[config.mk]
export PLATFORM = sky130hd
export DESIGN_NAME = spi_master_top
export DESIGN_NICKNAME = d
export VERILOG_FILES = /design/src/spi_pkg.sv /design/src/spi_cfg_if.sv /design/src/spi_axil_slave.sv /design/src/spi_regs.sv /design/src/spi_fifo.sv /design/src/spi_frame_ctrl.sv /design/src/spi_char_shifter.sv /design/src/spi_master_top.sv
export SDC_FILE = /design/constraint.sdc
export NUM_CORES = 1
export LEC_CHECK = 0
export BUFFER_PORTS_ARGS = -buffer_cell sky130_fd_sc_hd__buf_4
export CAP_MARGIN = 20
export CORE_MARGIN = 1.5
export CORE_UTILIZATION = 40
export CTS_BUF_LIST = sky130_fd_sc_hd__clkbuf_4
export DETAILED_ROUTE_END_ITERATION = 6
export PLACE_DENSITY = 0.58
export SYNTH_ARGS = -nofsm -noshare
export SYNTH_HDL_FRONTEND = slang
export SYNTH_SLANG_ARGS = --single-unit
[constraint.sdc]
create_clock -name S_SYSCLK -period 6.2 [get_ports S_SYSCLK]
set_clock_uncertainty 0.05 [all_clocks]
set_input_delay 0.93 -clock S_SYSCLK [delete_from_list [all_inputs] [get_ports S_SYSCLK]]
set_output_delay 0.93 -clock S_SYSCLK [all_outputs]
set_load 0.02 [all_outputs]
[src/spi_pkg.sv]
package spi_pkg;

    typedef logic [31:0] word_t;
    typedef logic [7:0]  byte_t;
    typedef logic [7:0]  addr_t;
    typedef logic [15:0] tranlen_t;   // frame carries tranlen+1 bytes

    // mode of one chip select
    typedef struct packed {
        logic       cpol;    // sck idle level
        logic       cpha;    // 1: sample on trailing edge
        logic       rev;     // lsb first
        logic       rsvd0;
        logic [3:0] pm;      // half period is 2*(pm+1) clocks
        logic [7:0] rsvd1;
        logic [3:0] csbef;   // half periods from cs low to first char
        logic [3:0] csaft;   // half periods from last char to cs high
        logic [7:0] rsvd2;
    } cs_mode_t;

    localparam addr_t ADDR_SPMODE  = 8'h00;
    localparam addr_t ADDR_SPIE    = 8'h04;
    localparam addr_t ADDR_SPCOM   = 8'h08;
    localparam addr_t ADDR_SPITF   = 8'h0C;
    localparam addr_t ADDR_SPIRF   = 8'h10;
    localparam addr_t ADDR_CSMODE0 = 8'h20;   // csmode n at +4n

    localparam int SPMODE_EN   = 31;
    localparam int SPCOM_CS_LO = 30;   // cs index in 31:30

    localparam int SPIE_BUSY  = 31;
    localparam int SPIE_RNE   = 30;
    localparam int SPIE_TNF_N = 29;    // set when tx fifo is full

    localparam cs_mode_t CSMODE_DEF = '0;

    // bits of a mode register that hold fields
    localparam word_t CSMODE_MASK = 32'hEF00_FF00;

endpackage

[src/spi_cfg_if.sv]
`timescale 1ns/1ps

interface spi_cfg_if
    import spi_pkg::*;
();

    logic       enable;        // SPMODE enable
    logic [1:0] cs_idx;
    tranlen_t   tranlen;
    cs_mode_t   mode;          // mode of the selected chip select
    logic       frame_start;   // one cycle pulse
    logic       busy;

    modport regs (
        output enable, cs_idx, tranlen, mode, frame_start,
        input  busy
    );

    modport frame (
        input  enable, cs_idx, tranlen, mode, frame_start,
        output busy
    );

endinterface

[src/spi_axil_slave.sv]
`timescale 1ns/1ps

module spi_axil_slave
    import spi_pkg::*;
(
    input  logic       S_SYSCLK,
    input  logic       S_RESETN,
    input  addr_t      s_awaddr,
    input  logic       s_awvalid,
    output logic       s_awready,
    input  word_t      s_wdata,
    input  logic [3:0] s_wstrb,
    input  logic       s_wvalid,
    output logic       s_wready,
    output logic       s_bvalid,
    output logic [1:0] s_bresp,
    input  logic       s_bready,
    input  addr_t      s_araddr,
    input  logic       s_arvalid,
    output logic       s_arready,
    output word_t      s_rdata,
    output logic [1:0] s_rresp,
    output logic       s_rvalid,
    input  logic       s_rready,
    output logic       wr_en,
    output addr_t      wr_addr,
    output word_t      wr_data,
    output logic [3:0] wr_strb,
    output logic       rd_en,
    output addr_t      rd_addr,
    input  word_t      rd_data
);

    logic wr_ready;    // awready and wready pulse together
    logic wr_accept;
    logic rd_accept;

    // address and data both present, nothing outstanding
    assign wr_accept = s_awvalid & s_wvalid & ~wr_ready & ~s_bvalid;
    assign rd_accept = s_arvalid & ~s_arready & ~s_rvalid;

    assign s_awready = wr_ready;
    assign s_wready  = wr_ready;
    assign s_bresp   = 2'b00;    // OKAY
    assign s_rresp   = 2'b00;

    assign wr_en = wr_ready & s_awvalid & s_wvalid;
    assign rd_en = s_arready & s_arvalid;

    always_ff @(posedge S_SYSCLK or negedge S_RESETN) begin
        if (!S_RESETN) begin
            wr_ready  <= 1'b0;
            s_bvalid  <= 1'b0;
            s_arready <= 1'b0;
            s_rvalid  <= 1'b0;
        end else begin
            wr_ready  <= wr_accept;
            s_arready <= rd_accept;
            if (wr_en)
                s_bvalid <= 1'b1;
            else if (s_bready)
                s_bvalid <= 1'b0;
            if (rd_en)
                s_rvalid <= 1'b1;
            else if (s_rready)
                s_rvalid <= 1'b0;
        end
    end

    // latched request and read data
    always_ff @(posedge S_SYSCLK) begin
        if (wr_accept) begin
            wr_addr <= s_awaddr;
            wr_data <= s_wdata;
            wr_strb <= s_wstrb;
        end
        if (rd_accept)
            rd_addr <= s_araddr;
        if (rd_en)
            s_rdata <= rd_data;
    end

endmodule

[src/spi_regs.sv]
`timescale 1ns/1ps

module spi_regs
    import spi_pkg::*;
#(
    parameter int NCS = 4
) (
    input  logic       S_SYSCLK,
    input  logic       S_RESETN,
    input  logic       wr_en,
    input  addr_t      wr_addr,
    input  word_t      wr_data,
    input  logic [3:0] wr_strb,
    input  logic       rd_en,
    input  addr_t      rd_addr,
    output word_t      rd_data,
    spi_cfg_if.regs    cfg,
    output logic       tx_push,
    output word_t      tx_wdata,
    input  logic       tx_full,
    output logic       rx_pop,
    input  byte_t      rx_rdata,
    input  logic       rx_empty
);

    word_t      spmode;
    word_t      spcom;
    cs_mode_t   csmode [NCS];
    word_t      spie;
    logic [1:0] wr_cs;
    logic [1:0] rd_cs;
    logic       wr_csm;
    logic       start_ok;

    function automatic word_t merge(word_t old, word_t data, logic [3:0] strb);
        word_t res;
        res = old;
        for (int b = 0; b < 4; b++) begin
            if (strb[b])
                res[8*b +: 8] = data[8*b +: 8];
        end
        return res;
    endfunction

    assign wr_cs  = wr_addr[3:2];
    assign rd_cs  = rd_addr[3:2];
    assign wr_csm = wr_en && wr_addr[7:4] == ADDR_CSMODE0[7:4] && int'(wr_cs) < NCS;

    // only an idle, enabled block takes a new command
    assign start_ok = wr_en && wr_addr == ADDR_SPCOM && spmode[SPMODE_EN] && !cfg.busy
                      && !cfg.frame_start && int'(wr_data[SPCOM_CS_LO +: 2]) < NCS;

    always_ff @(posedge S_SYSCLK or negedge S_RESETN) begin
        if (!S_RESETN) begin
            spmode          <= '0;
            spcom           <= '0;
            cfg.frame_start <= 1'b0;
            for (int i = 0; i < NCS; i++)
                csmode[i] <= CSMODE_DEF;
        end else begin
            cfg.frame_start <= start_ok;
            if (wr_en && wr_addr == ADDR_SPMODE)
                spmode <= merge(spmode, wr_data, wr_strb);
            if (start_ok)
                spcom <= wr_data;
            if (wr_csm)
                csmode[wr_cs] <= merge(csmode[wr_cs], wr_data, wr_strb) & CSMODE_MASK;
        end
    end

    assign cfg.enable  = spmode[SPMODE_EN];
    assign cfg.cs_idx  = spcom[SPCOM_CS_LO +: 2];
    assign cfg.tranlen = spcom[15:0];
    assign cfg.mode    = csmode[spcom[SPCOM_CS_LO +: 2]];

    assign tx_push  = wr_en && wr_addr == ADDR_SPITF && !tx_full;   // dropped when full
    assign tx_wdata = wr_data;
    assign rx_pop   = rd_en && rd_addr == ADDR_SPIRF && !rx_empty;

    always_comb begin
        spie             = '0;
        spie[SPIE_BUSY]  = cfg.busy;
        spie[SPIE_RNE]   = ~rx_empty;
        spie[SPIE_TNF_N] = tx_full;
    end

    always_comb begin
        rd_data = '0;
        if (rd_addr[7:4] == ADDR_CSMODE0[7:4]) begin
            if (int'(rd_cs) < NCS)
                rd_data = csmode[rd_cs];
        end else begin
            case (rd_addr)
                ADDR_SPMODE: rd_data = spmode;
                ADDR_SPIE:   rd_data = spie;
                ADDR_SPCOM:  rd_data = spcom;
                ADDR_SPIRF:  rd_data = rx_empty ? '0 : {24'b0, rx_rdata};
                default:     rd_data = '0;
            endcase
        end
    end

endmodule

[src/spi_fifo.sv]
`timescale 1ns/1ps

module spi_fifo #(
    parameter type T     = logic [31:0],
    parameter int  DEPTH = 8
) (
    input  logic S_SYSCLK,
    input  logic S_RESETN,
    input  logic push,
    input  T     wdata,
    input  logic pop,
    output T     rdata,
    output logic full,
    output logic empty
);

    localparam int AW = (DEPTH > 1) ? $clog2(DEPTH) : 1;

    T              mem [DEPTH];
    logic [AW-1:0] wr_ptr;
    logic [AW-1:0] rd_ptr;
    logic [AW:0]   count;
    logic          do_push;
    logic          do_pop;

    // wraps for any depth
    function automatic logic [AW-1:0] next_ptr(logic [AW-1:0] p);
        return (int'(p) == DEPTH - 1) ? '0 : p + 1'b1;
    endfunction

    assign full    = int'(count) == DEPTH;
    assign empty   = count == '0;
    assign do_push = push & ~full;
    assign do_pop  = pop & ~empty;
    assign rdata   = mem[rd_ptr];    // head shows before pop

    always_ff @(posedge S_SYSCLK or negedge S_RESETN) begin
        if (!S_RESETN) begin
            wr_ptr <= '0;
            rd_ptr <= '0;
            count  <= '0;
        end else begin
            if (do_push)
                wr_ptr <= next_ptr(wr_ptr);
            if (do_pop)
                rd_ptr <= next_ptr(rd_ptr);
            if (do_push && !do_pop)
                count <= count + 1'b1;
            else if (do_pop && !do_push)
                count <= count - 1'b1;
        end
    end

    always_ff @(posedge S_SYSCLK) begin
        if (do_push)
            mem[wr_ptr] <= wdata;
    end

endmodule

[src/spi_frame_ctrl.sv]
`timescale 1ns/1ps

module spi_frame_ctrl
    import spi_pkg::*;
#(
    parameter int NCS = 4
) (
    input  logic           S_SYSCLK,
    input  logic           S_RESETN,
    spi_cfg_if.frame       cfg,
    output logic           tx_pop,
    input  word_t          tx_word,
    input  logic           tx_empty,
    output logic           rx_push,
    output byte_t          rx_byte,
    output logic           char_go,
    input  logic           char_done,
    output byte_t          tx_char,
    input  byte_t          rx_char,
    input  logic           half_tick,
    output logic [NCS-1:0] spi_sel
);

    typedef enum logic [2:0] {
        ST_IDLE,
        ST_CSBEF,
        ST_LOAD,
        ST_SHIFT,
        ST_CSAFT
    } state_t;

    state_t     state;
    word_t      word_q;
    logic [1:0] byte_idx;    // 0 is the msb byte
    tranlen_t   remain;      // bytes after the current one
    logic [3:0] dly;         // half periods left in a cs delay
    logic [3:0] csaft_q;
    logic       busy_q;
    logic       load_ok;

    // a fresh word is needed at byte 0, so wait for one
    assign load_ok = state == ST_LOAD && (byte_idx != 2'd0 || !tx_empty);
    assign tx_pop  = load_ok && byte_idx == 2'd0;
    assign tx_char = word_q[{~byte_idx, 3'b000} +: 8];
    assign rx_push = char_done && state == ST_SHIFT;   // fifo drops it when full
    assign rx_byte = rx_char;
    assign cfg.busy = busy_q;

    always_ff @(posedge S_SYSCLK or negedge S_RESETN) begin
        if (!S_RESETN) begin
            state    <= ST_IDLE;
            busy_q   <= 1'b0;
            spi_sel  <= '1;
            char_go  <= 1'b0;
            byte_idx <= '0;
            remain   <= '0;
            dly      <= '0;
            csaft_q  <= '0;
        end else begin
            char_go <= 1'b0;
            if (!cfg.enable) begin
                state   <= ST_IDLE;   // abort
                busy_q  <= 1'b0;
                spi_sel <= '1;
            end else begin
                case (state)
                    ST_IDLE: begin
                        busy_q <= cfg.frame_start;   // falls a cycle after cs rises
                        if (cfg.frame_start) begin
                            spi_sel[cfg.cs_idx] <= 1'b0;
                            remain   <= cfg.tranlen;
                            dly      <= cfg.mode.csbef;
                            csaft_q  <= cfg.mode.csaft;
                            byte_idx <= '0;
                            state    <= ST_CSBEF;
                        end
                    end
                    ST_CSBEF: begin
                        if (dly == '0)
                            state <= ST_LOAD;
                        else if (half_tick)
                            dly <= dly - 1'b1;
                    end
                    ST_LOAD: begin
                        if (load_ok) begin
                            char_go <= 1'b1;
                            state   <= ST_SHIFT;
                        end
                    end
                    ST_SHIFT: begin
                        if (char_done) begin
                            byte_idx <= byte_idx + 1'b1;
                            if (remain == '0) begin
                                dly   <= csaft_q;
                                state <= ST_CSAFT;
                            end else begin
                                remain <= remain - 1'b1;
                                state  <= ST_LOAD;
                            end
                        end
                    end
                    ST_CSAFT: begin
                        if (dly == '0) begin
                            spi_sel <= '1;
                            state   <= ST_IDLE;
                        end else if (half_tick) begin
                            dly <= dly - 1'b1;
                        end
                    end
                    default: state <= ST_IDLE;
                endcase
            end
        end
    end

    always_ff @(posedge S_SYSCLK) begin
        if (tx_pop)
            word_q <= tx_word;
    end

endmodule

[src/spi_char_shifter.sv]
`timescale 1ns/1ps

module spi_char_shifter
    import spi_pkg::*;
(
    input  logic     S_SYSCLK,
    input  logic     S_RESETN,
    input  logic     enable,
    input  cs_mode_t mode,
    input  logic     char_go,
    input  byte_t    tx_char,
    output logic     char_done,
    output byte_t    rx_char,
    output logic     half_tick,
    output logic     spi_sck,
    output logic     spi_mosi,
    input  logic     spi_miso
);

    logic [4:0] div_cnt;
    logic [4:0] div_last;    // 2*pm+1
    logic       active;
    logic [3:0] edge_cnt;    // sck edges done in this char
    byte_t      tx_q;
    logic       lead;        // next edge leaves idle level
    logic [2:0] bit_num;

    function automatic logic pick(byte_t b, logic [2:0] n, logic lsb_first);
        return lsb_first ? b[n] : b[3'd7 - n];
    endfunction

    assign div_last  = {mode.pm, 1'b1};
    assign half_tick = enable && div_cnt == div_last;
    assign lead      = ~edge_cnt[0];
    assign bit_num   = edge_cnt[3:1];

    // restart on char_go so the first edge is a full half period away
    always_ff @(posedge S_SYSCLK or negedge S_RESETN) begin
        if (!S_RESETN)
            div_cnt <= '0;
        else if (!enable || char_go || half_tick)
            div_cnt <= '0;
        else
            div_cnt <= div_cnt + 1'b1;
    end

    always_ff @(posedge S_SYSCLK or negedge S_RESETN) begin
        if (!S_RESETN) begin
            active    <= 1'b0;
            edge_cnt  <= '0;
            char_done <= 1'b0;
            spi_sck   <= 1'b0;
            spi_mosi  <= 1'b0;
        end else begin
            char_done <= 1'b0;
            if (!enable) begin
                active  <= 1'b0;
                spi_sck <= mode.cpol;
            end else if (!active) begin
                spi_sck <= mode.cpol;   // rest at cpol
                if (char_go) begin
                    active   <= 1'b1;
                    edge_cnt <= '0;
                    if (!mode.cpha)
                        spi_mosi <= pick(tx_char, 3'd0, mode.rev);   // setup before edge 1
                end
            end else if (half_tick) begin
                spi_sck  <= ~spi_sck;
                edge_cnt <= edge_cnt + 1'b1;
                // cpha 1 drives on leading edges, cpha 0 on trailing ones
                if (mode.cpha ? lead : (!lead && bit_num != 3'd7))
                    spi_mosi <= pick(tx_q, mode.cpha ? bit_num : bit_num + 3'd1, mode.rev);
                if (edge_cnt == 4'd15) begin
                    active    <= 1'b0;
                    char_done <= 1'b1;
                end
            end
        end
    end

    always_ff @(posedge S_SYSCLK) begin
        if (char_go && !active)
            tx_q <= tx_char;
        if (active && half_tick && (lead ^ mode.cpha))
            rx_char <= mode.rev ? {spi_miso, rx_char[7:1]} : {rx_char[6:0], spi_miso};
    end

endmodule

[src/spi_master_top.sv]
`timescale 1ns/1ps

module spi_master_top
    import spi_pkg::*;
#(
    parameter int NCS      = 4,
    parameter int TX_DEPTH = 8,
    parameter int RX_DEPTH = 16
) (
    input  logic           S_SYSCLK,
    input  logic           S_RESETN,
    input  addr_t          s_awaddr,
    input  logic           s_awvalid,
    output logic           s_awready,
    input  word_t          s_wdata,
    input  logic [3:0]     s_wstrb,
    input  logic           s_wvalid,
    output logic           s_wready,
    output logic           s_bvalid,
    output logic [1:0]     s_bresp,
    input  logic           s_bready,
    input  addr_t          s_araddr,
    input  logic           s_arvalid,
    output logic           s_arready,
    output word_t          s_rdata,
    output logic [1:0]     s_rresp,
    output logic           s_rvalid,
    input  logic           s_rready,
    output logic           spi_sck,
    output logic           spi_mosi,
    input  logic           spi_miso,
    output logic [NCS-1:0] spi_sel
);

    logic       wr_en;
    addr_t      wr_addr;
    word_t      wr_data;
    logic [3:0] wr_strb;
    logic       rd_en;
    addr_t      rd_addr;
    word_t      rd_data;
    logic       tx_push;
    word_t      tx_wdata;
    logic       tx_full;
    logic       tx_pop;
    word_t      tx_word;
    logic       tx_empty;
    logic       rx_push;
    byte_t      rx_byte;
    logic       rx_pop;
    byte_t      rx_rdata;
    logic       rx_empty;
    logic       char_go;
    logic       char_done;
    byte_t      tx_char;
    byte_t      rx_char;
    logic       half_tick;

    spi_cfg_if cfg ();

    spi_axil_slave u_axil (.*);

    spi_regs #(.NCS(NCS)) u_regs (.*);

    spi_fifo #(.T(word_t), .DEPTH(TX_DEPTH)) u_tx_fifo (
        .S_SYSCLK (S_SYSCLK),
        .S_RESETN (S_RESETN),
        .push     (tx_push),
        .wdata    (tx_wdata),
        .pop      (tx_pop),
        .rdata    (tx_word),
        .full     (tx_full),
        .empty    (tx_empty)
    );

    // rx full needs no flag, pushes are just dropped
    spi_fifo #(.T(byte_t), .DEPTH(RX_DEPTH)) u_rx_fifo (
        .S_SYSCLK (S_SYSCLK),
        .S_RESETN (S_RESETN),
        .push     (rx_push),
        .wdata    (rx_byte),
        .pop      (rx_pop),
        .rdata    (rx_rdata),
        .full     (),
        .empty    (rx_empty)
    );

    spi_frame_ctrl #(.NCS(NCS)) u_frame (.*);

    spi_char_shifter u_shifter (
        .enable (cfg.enable),
        .mode   (cfg.mode),
        .*
    );

endmodule

After elaboration in Yosys (flattened, before gate mapping)
Memory sizes are Yosys's and may differ from the RTL's. A register that Yosys moved wholly into a read port is not among the register bits.
Cells that the tools add are included.
- $add $sub $neg: 15
- $lt $le $gt $ge: 8
- equality and inequality tests: 37
- shifts and indexed selects: 1
- muxes and demuxes: 97
- bitwise gates (word level): 29
- reduce and logical (&&, ||, !) cells: 67
- operators with widths (cell ; count):
    32-bit two-way mux ; 8
    32-bit binary-select mux with 2-bit select ; 3
    128-bit bitwise mux ; 1
    32-bit case mux with 4 select lines ; 1
    32-bit demux with 2-bit select ; 1
    4-bit two-way mux ; 15
    16-bit two-way mux ; 3
    8-bit two-way mux ; 6
    1-bit two-way mux ; 36
    16-bit case mux with 2 select lines ; 1
    32-bit by 6-bit indexed part select with 8-bit output ; 1
    3-bit two-way mux ; 10
    8-bit by 4-bit == test with 1-bit output, second input constant ; 3
    1-bit logical AND ; 24
    4-bit by 1-bit adder with 4-bit output, second input constant ; 4
    16-bit zero test ; 1
    8-bit zero test ; 2
    16-bit by 1-bit subtractor with 16-bit output, second input constant ; 1
    5-bit two-way mux ; 3
    3-bit by 2-bit inequality test with 1-bit output, second input constant ; 5
    3-bit case mux with 5 select lines ; 1
    5-bit AND reduction ; 3
    2-bit nonzero test ; 7
    1-bit bitwise AND ; 12
    49 further kinds ; 102
- register bits after elaboration: 368
- memory bits (writable): 384
- bits of input ports: 60
- output and inout port bits: 47
- logic and storage cells: 329
- memories kept: 2
- memory list (name ; depth ; bits a word ; read ports ; clocked after memory_dff ; wr ports ; line ; text):
    u_tx_fifo.mem ; 8 ; 32 ; 1 ; 1 ; 1 ; spi_fifo.sv:19 ; T mem [DEPTH];
    u_rx_fifo.mem ; 16 ; 8 ; 1 ; 0 ; 1 ; spi_fifo.sv:19 ;

Logic depth before layout (Yosys ltp)
- word-level depth: 12
- gate-level depth with buffers: 14
- depth with buffers taken out: 13

Hierarchy
A second synthesis with hierarchy kept.
- cell total of the unflattened synthesis: 1843
- area total of the unflattened synthesis: 31004.7 um^2
- by module, submodules not included (module ; instances ; cells an instance ; area an instance (um^2) ; sequential area each (um^2)):
    spi_fifo (u_tx_fifo) ; 1 ; 436 ; 10284.9 ; 7937.6
    spi_regs ; 1 ; 536 ; 7056.8 ; 3128.0
    spi_fifo (u_rx_fifo) ; 1 ; 327 ; 5919.4 ; 4169.0
    spi_frame_ctrl ; 1 ; 296 ; 3352.0 ; 1841.8
    spi_axil_slave ; 1 ; 103 ; 2722.6 ; 2622.5
    spi_char_shifter ; 1 ; 145 ; 1669.1 ; 805.8

Worst setup path before layout
No wires, ideal clock.
- path type: input-to-reg
- from: input port s_wvalid
- to: memory u_tx_fifo.mem[0][0] (netlist name) (enable)
- library setup time: 0.501 ns
- arrival: 5.427 ns
- required time: 5.649 ns
- slack: 0.221 ns
- stages on the path: 6
- path buffers: 1
- path through: nand3_1 or4_4 or4_4 or2_2 clkbuf_1 nor4_1
- cells in the longest elaborated chain, start to end: 6
- ends and longest elaborated chain (what ; line ; text):
    start: declaration ; spi_master_top.sv:17 ; input logic s_wvalid,
    1-bit bitwise AND ; spi_axil_slave.sv:47 ; assign wr_en = wr_ready & s_awvalid & s_wvalid;
    1-bit logical AND (2 in series) ; spi_regs.sv:76 ; assign tx_push = wr_en && wr_addr == ADDR_SPITF && !tx_full;
    1-bit bitwise AND ; spi_fifo.sv:33 ; assign do_push = push & ~full;
    1-bit two-way mux ; spi_fifo.sv:55 ; if (do_push)
    1-bit two-way mux (not written as such) ; spi_fifo.sv:56 ; mem[wr_ptr] <= wdata;
    end: declaration ; spi_fifo.sv:19 ;
Every way passes these cells.

Worst setup path after layout
- from: register u_frame.state[0]
- to: register u_rx_fifo.count[4]
- cells in the longest elaborated chain, start to end: 6
- elaborated cells between the ends (all ways): 8
- classes of those cells: eq/ne (1); mux (1); bitwise (1); reduce/logical (5)
- ends and longest elaborated chain (what ; line ; text):
    start: declaration ; spi_frame_ctrl.sv:32 ; state_t state;
    start signal: assignment ; spi_frame_ctrl.sv:51 ; state <= ST_IDLE;
    start signal: assignment ; spi_frame_ctrl.sv:62 ; state <= ST_IDLE;
    start signal: assignment ; spi_frame_ctrl.sv:75 ; state <= ST_CSBEF;
    3-bit by 2-bit == test with 1-bit output * ; spi_frame_ctrl.sv:45 ; assign rx_push = char_done && state == ST_SHIFT;
    1-bit logical AND * ; spi_frame_ctrl.sv:45 ;
    1-bit bitwise AND * ; spi_fifo.sv:33 ;
    via u_rx_fifo.do_push ; spi_fifo.sv:23 ; logic do_push;
    1-bit zero test ; spi_fifo.sv:49 ; else if (do_pop && !do_push)
    1-bit logical AND ; spi_fifo.sv:49 ;
    2-bit nonzero test (no line) ; -- ;
    end signal: assignment ; spi_fifo.sv:48 ; count <= count + 1'b1;
    end signal: assignment ; spi_fifo.sv:50 ; count <= count - 1'b1;
    end: declaration ; spi_fifo.sv:22 ; logic [AW:0] count;
Mark *: on every way through the listed nets, which the timed path passes. The rest lies on a longest branch.
A chain may end at the register's enable or synchronous reset.

==> metrics.md <==
| Metric | Value |
|---|---|
| Run status | finished clean |
| Overflow left after global routing | 0 |
| Number of setup violations in the final report | 0 |
| Commonest cells in the synthesized netlist | edfxtp_1, dfrtp_1, mux4_2 |
| Half-perimeter wire length after placement | 42600 µm |
| Final routed DRC violation total | 0 |
| Post-synthesis cell type count | 66 |
| Insertion delay of the later-clocked pin in the worst-skew pair | 1.01 ns |
| Number of violations reported at the end of detailed-routing iteration 0 | 1203 |
| Largest net degree at the start of global routing | 95 |
| Setup repair after global routing missed its margin | false |
| Worst hold-check path type | in -> reg |
| Async set-or-reset flop fraction in the synthesized netlist | 27.9% |
| Std cell rows | 99 |
| Die Ht | 276 µm |
| Maximum operating frequency | 242 MHz |
| Cell taking the most area after synthesis | edfxtp_1 |
| Register bit count reported by yosys | 716 |
| Number of synthesized flops with an enable pin | 516 |
| Pwr dens | 275 nW/µm² |
| Vias in the first global route | 17556 |
| Most common cell in the synthesized netlist | edfxtp_1 |
| Final Hold Fails | 0 |
| First-pass DRT Iterations | 6 |
| Worst-Margin Slew | 1.10 ns |
| Htree depth | 4 |
| Combinational Power Share | 2.5% |
| Top cells by area, synth | edfxtp_1, dfrtp_1, mux4_2 |
| Global-route wire length before repair | 107000 µm |
| Net switching fraction of the power | 22.1% |
| Layout area overhead | 16.6% |
| Core area | 73500 µm² |
| Total Neg Setup Slack | 0 ns |
| Leak | 12.9 nW |
| Max clock buf depth | 3 |
| Mean instance size in the synthesized netlist | 17.2 µm² |
| Data required, critical path | 6.98 ns |
| Post-route fraction of the period consumed by the critical path | 66.8% |
| Share of synthesized area occupied by flip-flops and latches | 68.7% |
| All-Layer GR Usage | 18.5% |
| Worst IR drop on VDD | 0.000172 V |
| Wire length per cell | 22.1 µm |
| Share of power burned in the clock network | 43.0% |
| Kind of end point of the critical path | register |
| Critical setup path kind | reg -> reg |
| Starting density of the core | 40.6% |
| Total vias in the final route | 16813 |
| Clock sinks | 716 |
| Number of antenna violations at the first check in global routing | 1 |
| Top-level port count | 107 |
| Synth warnings | 0 |
| Time the final worst path needs with I/O delays and setup | 4.14 ns |
| RePlAce Congestion | 0.797 |
| Internal power | 7.45 mW |
| Clock root buffer master | clkbuf_4 |
| Met3 capacity usage during global routing | 4.28% |
| Category of the worst setup path launch point | register |
| Slew headroom | 26.3% |
| Finished Core Util | 47.4% |
| Final-report max-slew violation count | 0 |
| Port buffer count | 102 |
| GR met2 Demand/Resource | 29.6% |
| Most used flip-flop cell after synthesis | edfxtp_1 |
| Share of total power in sequential cells | 54.5% |
| Clock tree from TritonCTS | done |
| Net switching power of the design | 2.11 mW |
| Number of nets in the final layout | 2107 |
| Number of buffers inserted during clock tree synthesis | 183 |
| Data arrival time of the critical path | 4.92 ns |
| Maximum capacitance violations | 0 |
| Share of final-layout standard cells stronger than drive strength 1 | 34.9% |
| Detail-routed via count per cell | 5.36 |
| Routed wire length | 69200 µm |
| Largest fanout on the critical path | 24 |
| Synth top area share | 51.9% |
| Clock slew seen by the registers of the worst setup and hold paths | 0.06 ns |
| Die width | 276 µm |
| Busiest layer in global routing | met2 |
| Total setup buffers inserted after CTS | 0 |
| Met1 track demand over resource in global routing | 24.9% |
| Die Outline Area | 76300 µm² |
| Antenna Nets Post-Route | 0 |
| Number of instances in the synthesized netlist | 1736 |
| Netlist area before placement | 29900 µm² |
==> cell type report <==
cell class                 instances  area, µm²
antenna                            1       2.50
clock buffer                     286       2150
clock inverter                    53        302
fill                            6304      38600
inverter                          35        131
multi-input combinational        889       8860
sequential                       716      20500
tap                              959       1200
timing repair buffer             195       1650
==> state kept, by name (all words and copies together), names as in the netlist, 8 cells and up <==
name               flops
u_tx_fifo.mem        256
u_frame.remain        16
u_axil.wr_addr         8
u_regs.csmode         60
u_frame.word_q        32
u_axil.s_rdata        32
u_regs.spmode         32
u_shifter.tx_q         8
u_shifter.rx_char      8
u_axil.rd_addr         8
u_regs.spcom          32
u_rx_fifo.mem        128
u_axil.wr_data        32
==> kinds of logic (layout without fill, tap and decap cells) <==
family / after synthesis / in the layout / share of synthesized area (%)
flip-flops: 716 / 716 / 68.7
AND/OR/NAND/NOR: 296 / 296 / 4.67
adder cells (fa/ha/maj): 27 / 27 / 1.18
buffers and inverters: 134 / 569 / 1.88
multiplexers: 314 / 314 / 18.3
AO/OA/AOI/OAI: 227 / 227 / 4.65
XOR/XNOR: 21 / 21 / 0.616
other: 1 / 5 / 0.0126
==> power by group through the flow <==
stage / Sequential (mW) / Combinational, mW / Clock [mW]
6_report: 5.21 / 0.236 / 4.11
5_1_grt: 5.22 / 0.257 / 4.49
4_1_cts: 5.21 / 0.240 / 4.26
3_5_place_dp: 5.31 / 0.211 / 0
3_3_place_gp: 5.31 / 0.208 / 0
2_1_floorplan: 5.30 / 0.0911 / 0
==> path summary, 6_finish.rpt <==
| kind | startpoint | end | slack [ns] | cells past startpoint |
|---|---|---|---|---|
| worst min-delay path | s_wvalid | u_axil.s_bvalid | 0.20 | 3 |
| worst max register to register | u_frame.state[0] | u_rx_fifo.count[4] | 2.06 | 11 |
| worst max-delay path | u_frame.state[0] | u_rx_fifo.count[4] | 2.06 | 11 |
| min in group asynchronous | S_RESETN | u_axil.s_rvalid | 0.48 | 2 |
| max in group asynchronous | S_RESETN | u_regs.spmode[25] | 4.28 | 3 |
| worst min register to register | u_frame.spi_sel[2] | u_frame.spi_sel[2] | 0.43 | 2 |
==> stage by stage <==
step	instances	hold slack, ns	worst slack (ns)	power [mW]	instance area (µm²)
5_1_grt	3134	0.115	1.76	9.97	34800
3_3_place_gp	2734	0.427	1.94	5.52	31700
4_1_cts	3128	0.0578	2.13	9.71	34700
3_5_place_dp	2734	0.429	1.85	5.52	31700
6_report	3134	0.200	2.06	9.56	34800
2_1_floorplan	1739	0.413	0.221	5.39	29900
==> layout by cell type, fill, tap and decap left out, drive strengths merged, types with 5 or more instances in the layout <==
cell type    instances
a21o                 8
a21oi               28
a22o                13
a22oi                9
a31oi                8
a32oi               14
and2                13
and3                 5
buf                140
clkbuf             286
clkinv              42
clkinvlp             5
dfrtp              196
dlygate4sd3         55
edfxtp             516
ha                  25
inv                 39
mux2               119
mux2i               30
mux4               165
nand2              141
nand2b              11
nand3               16
nor2                52
nor2b                7
nor3                17
nor4                 8
o21ai              116
xnor2               14
xor2                 7
==> timing repair <==
action / CTS / global route
hold endpoints to repair: 146 / 0
gates resized for setup: 0 / 0
hold buffers: 55 / 0
==> critical path: stages (launching register included) <==
cell and delay [ns]:
dfrtp_1 0.65, and3b_1 0.80, nand2_1 0.39, nor2_1 0.60
ha_1 0.30, inv_1 0.11, fa_1 0.42, a21o_1 0.17
a21oi_1 0.17, xnor2_1 0.14, nor2_1 0.07, xnor2_1 0.13
==> layer usage <==
metal	vias up	wire length (µm)
met5	-	0
li1	7494	-
met3	104	3700
met4	0	1410
met2	511	33900
met1	8704	30200
No activity file was read; power rests on OpenSTA's default activity.
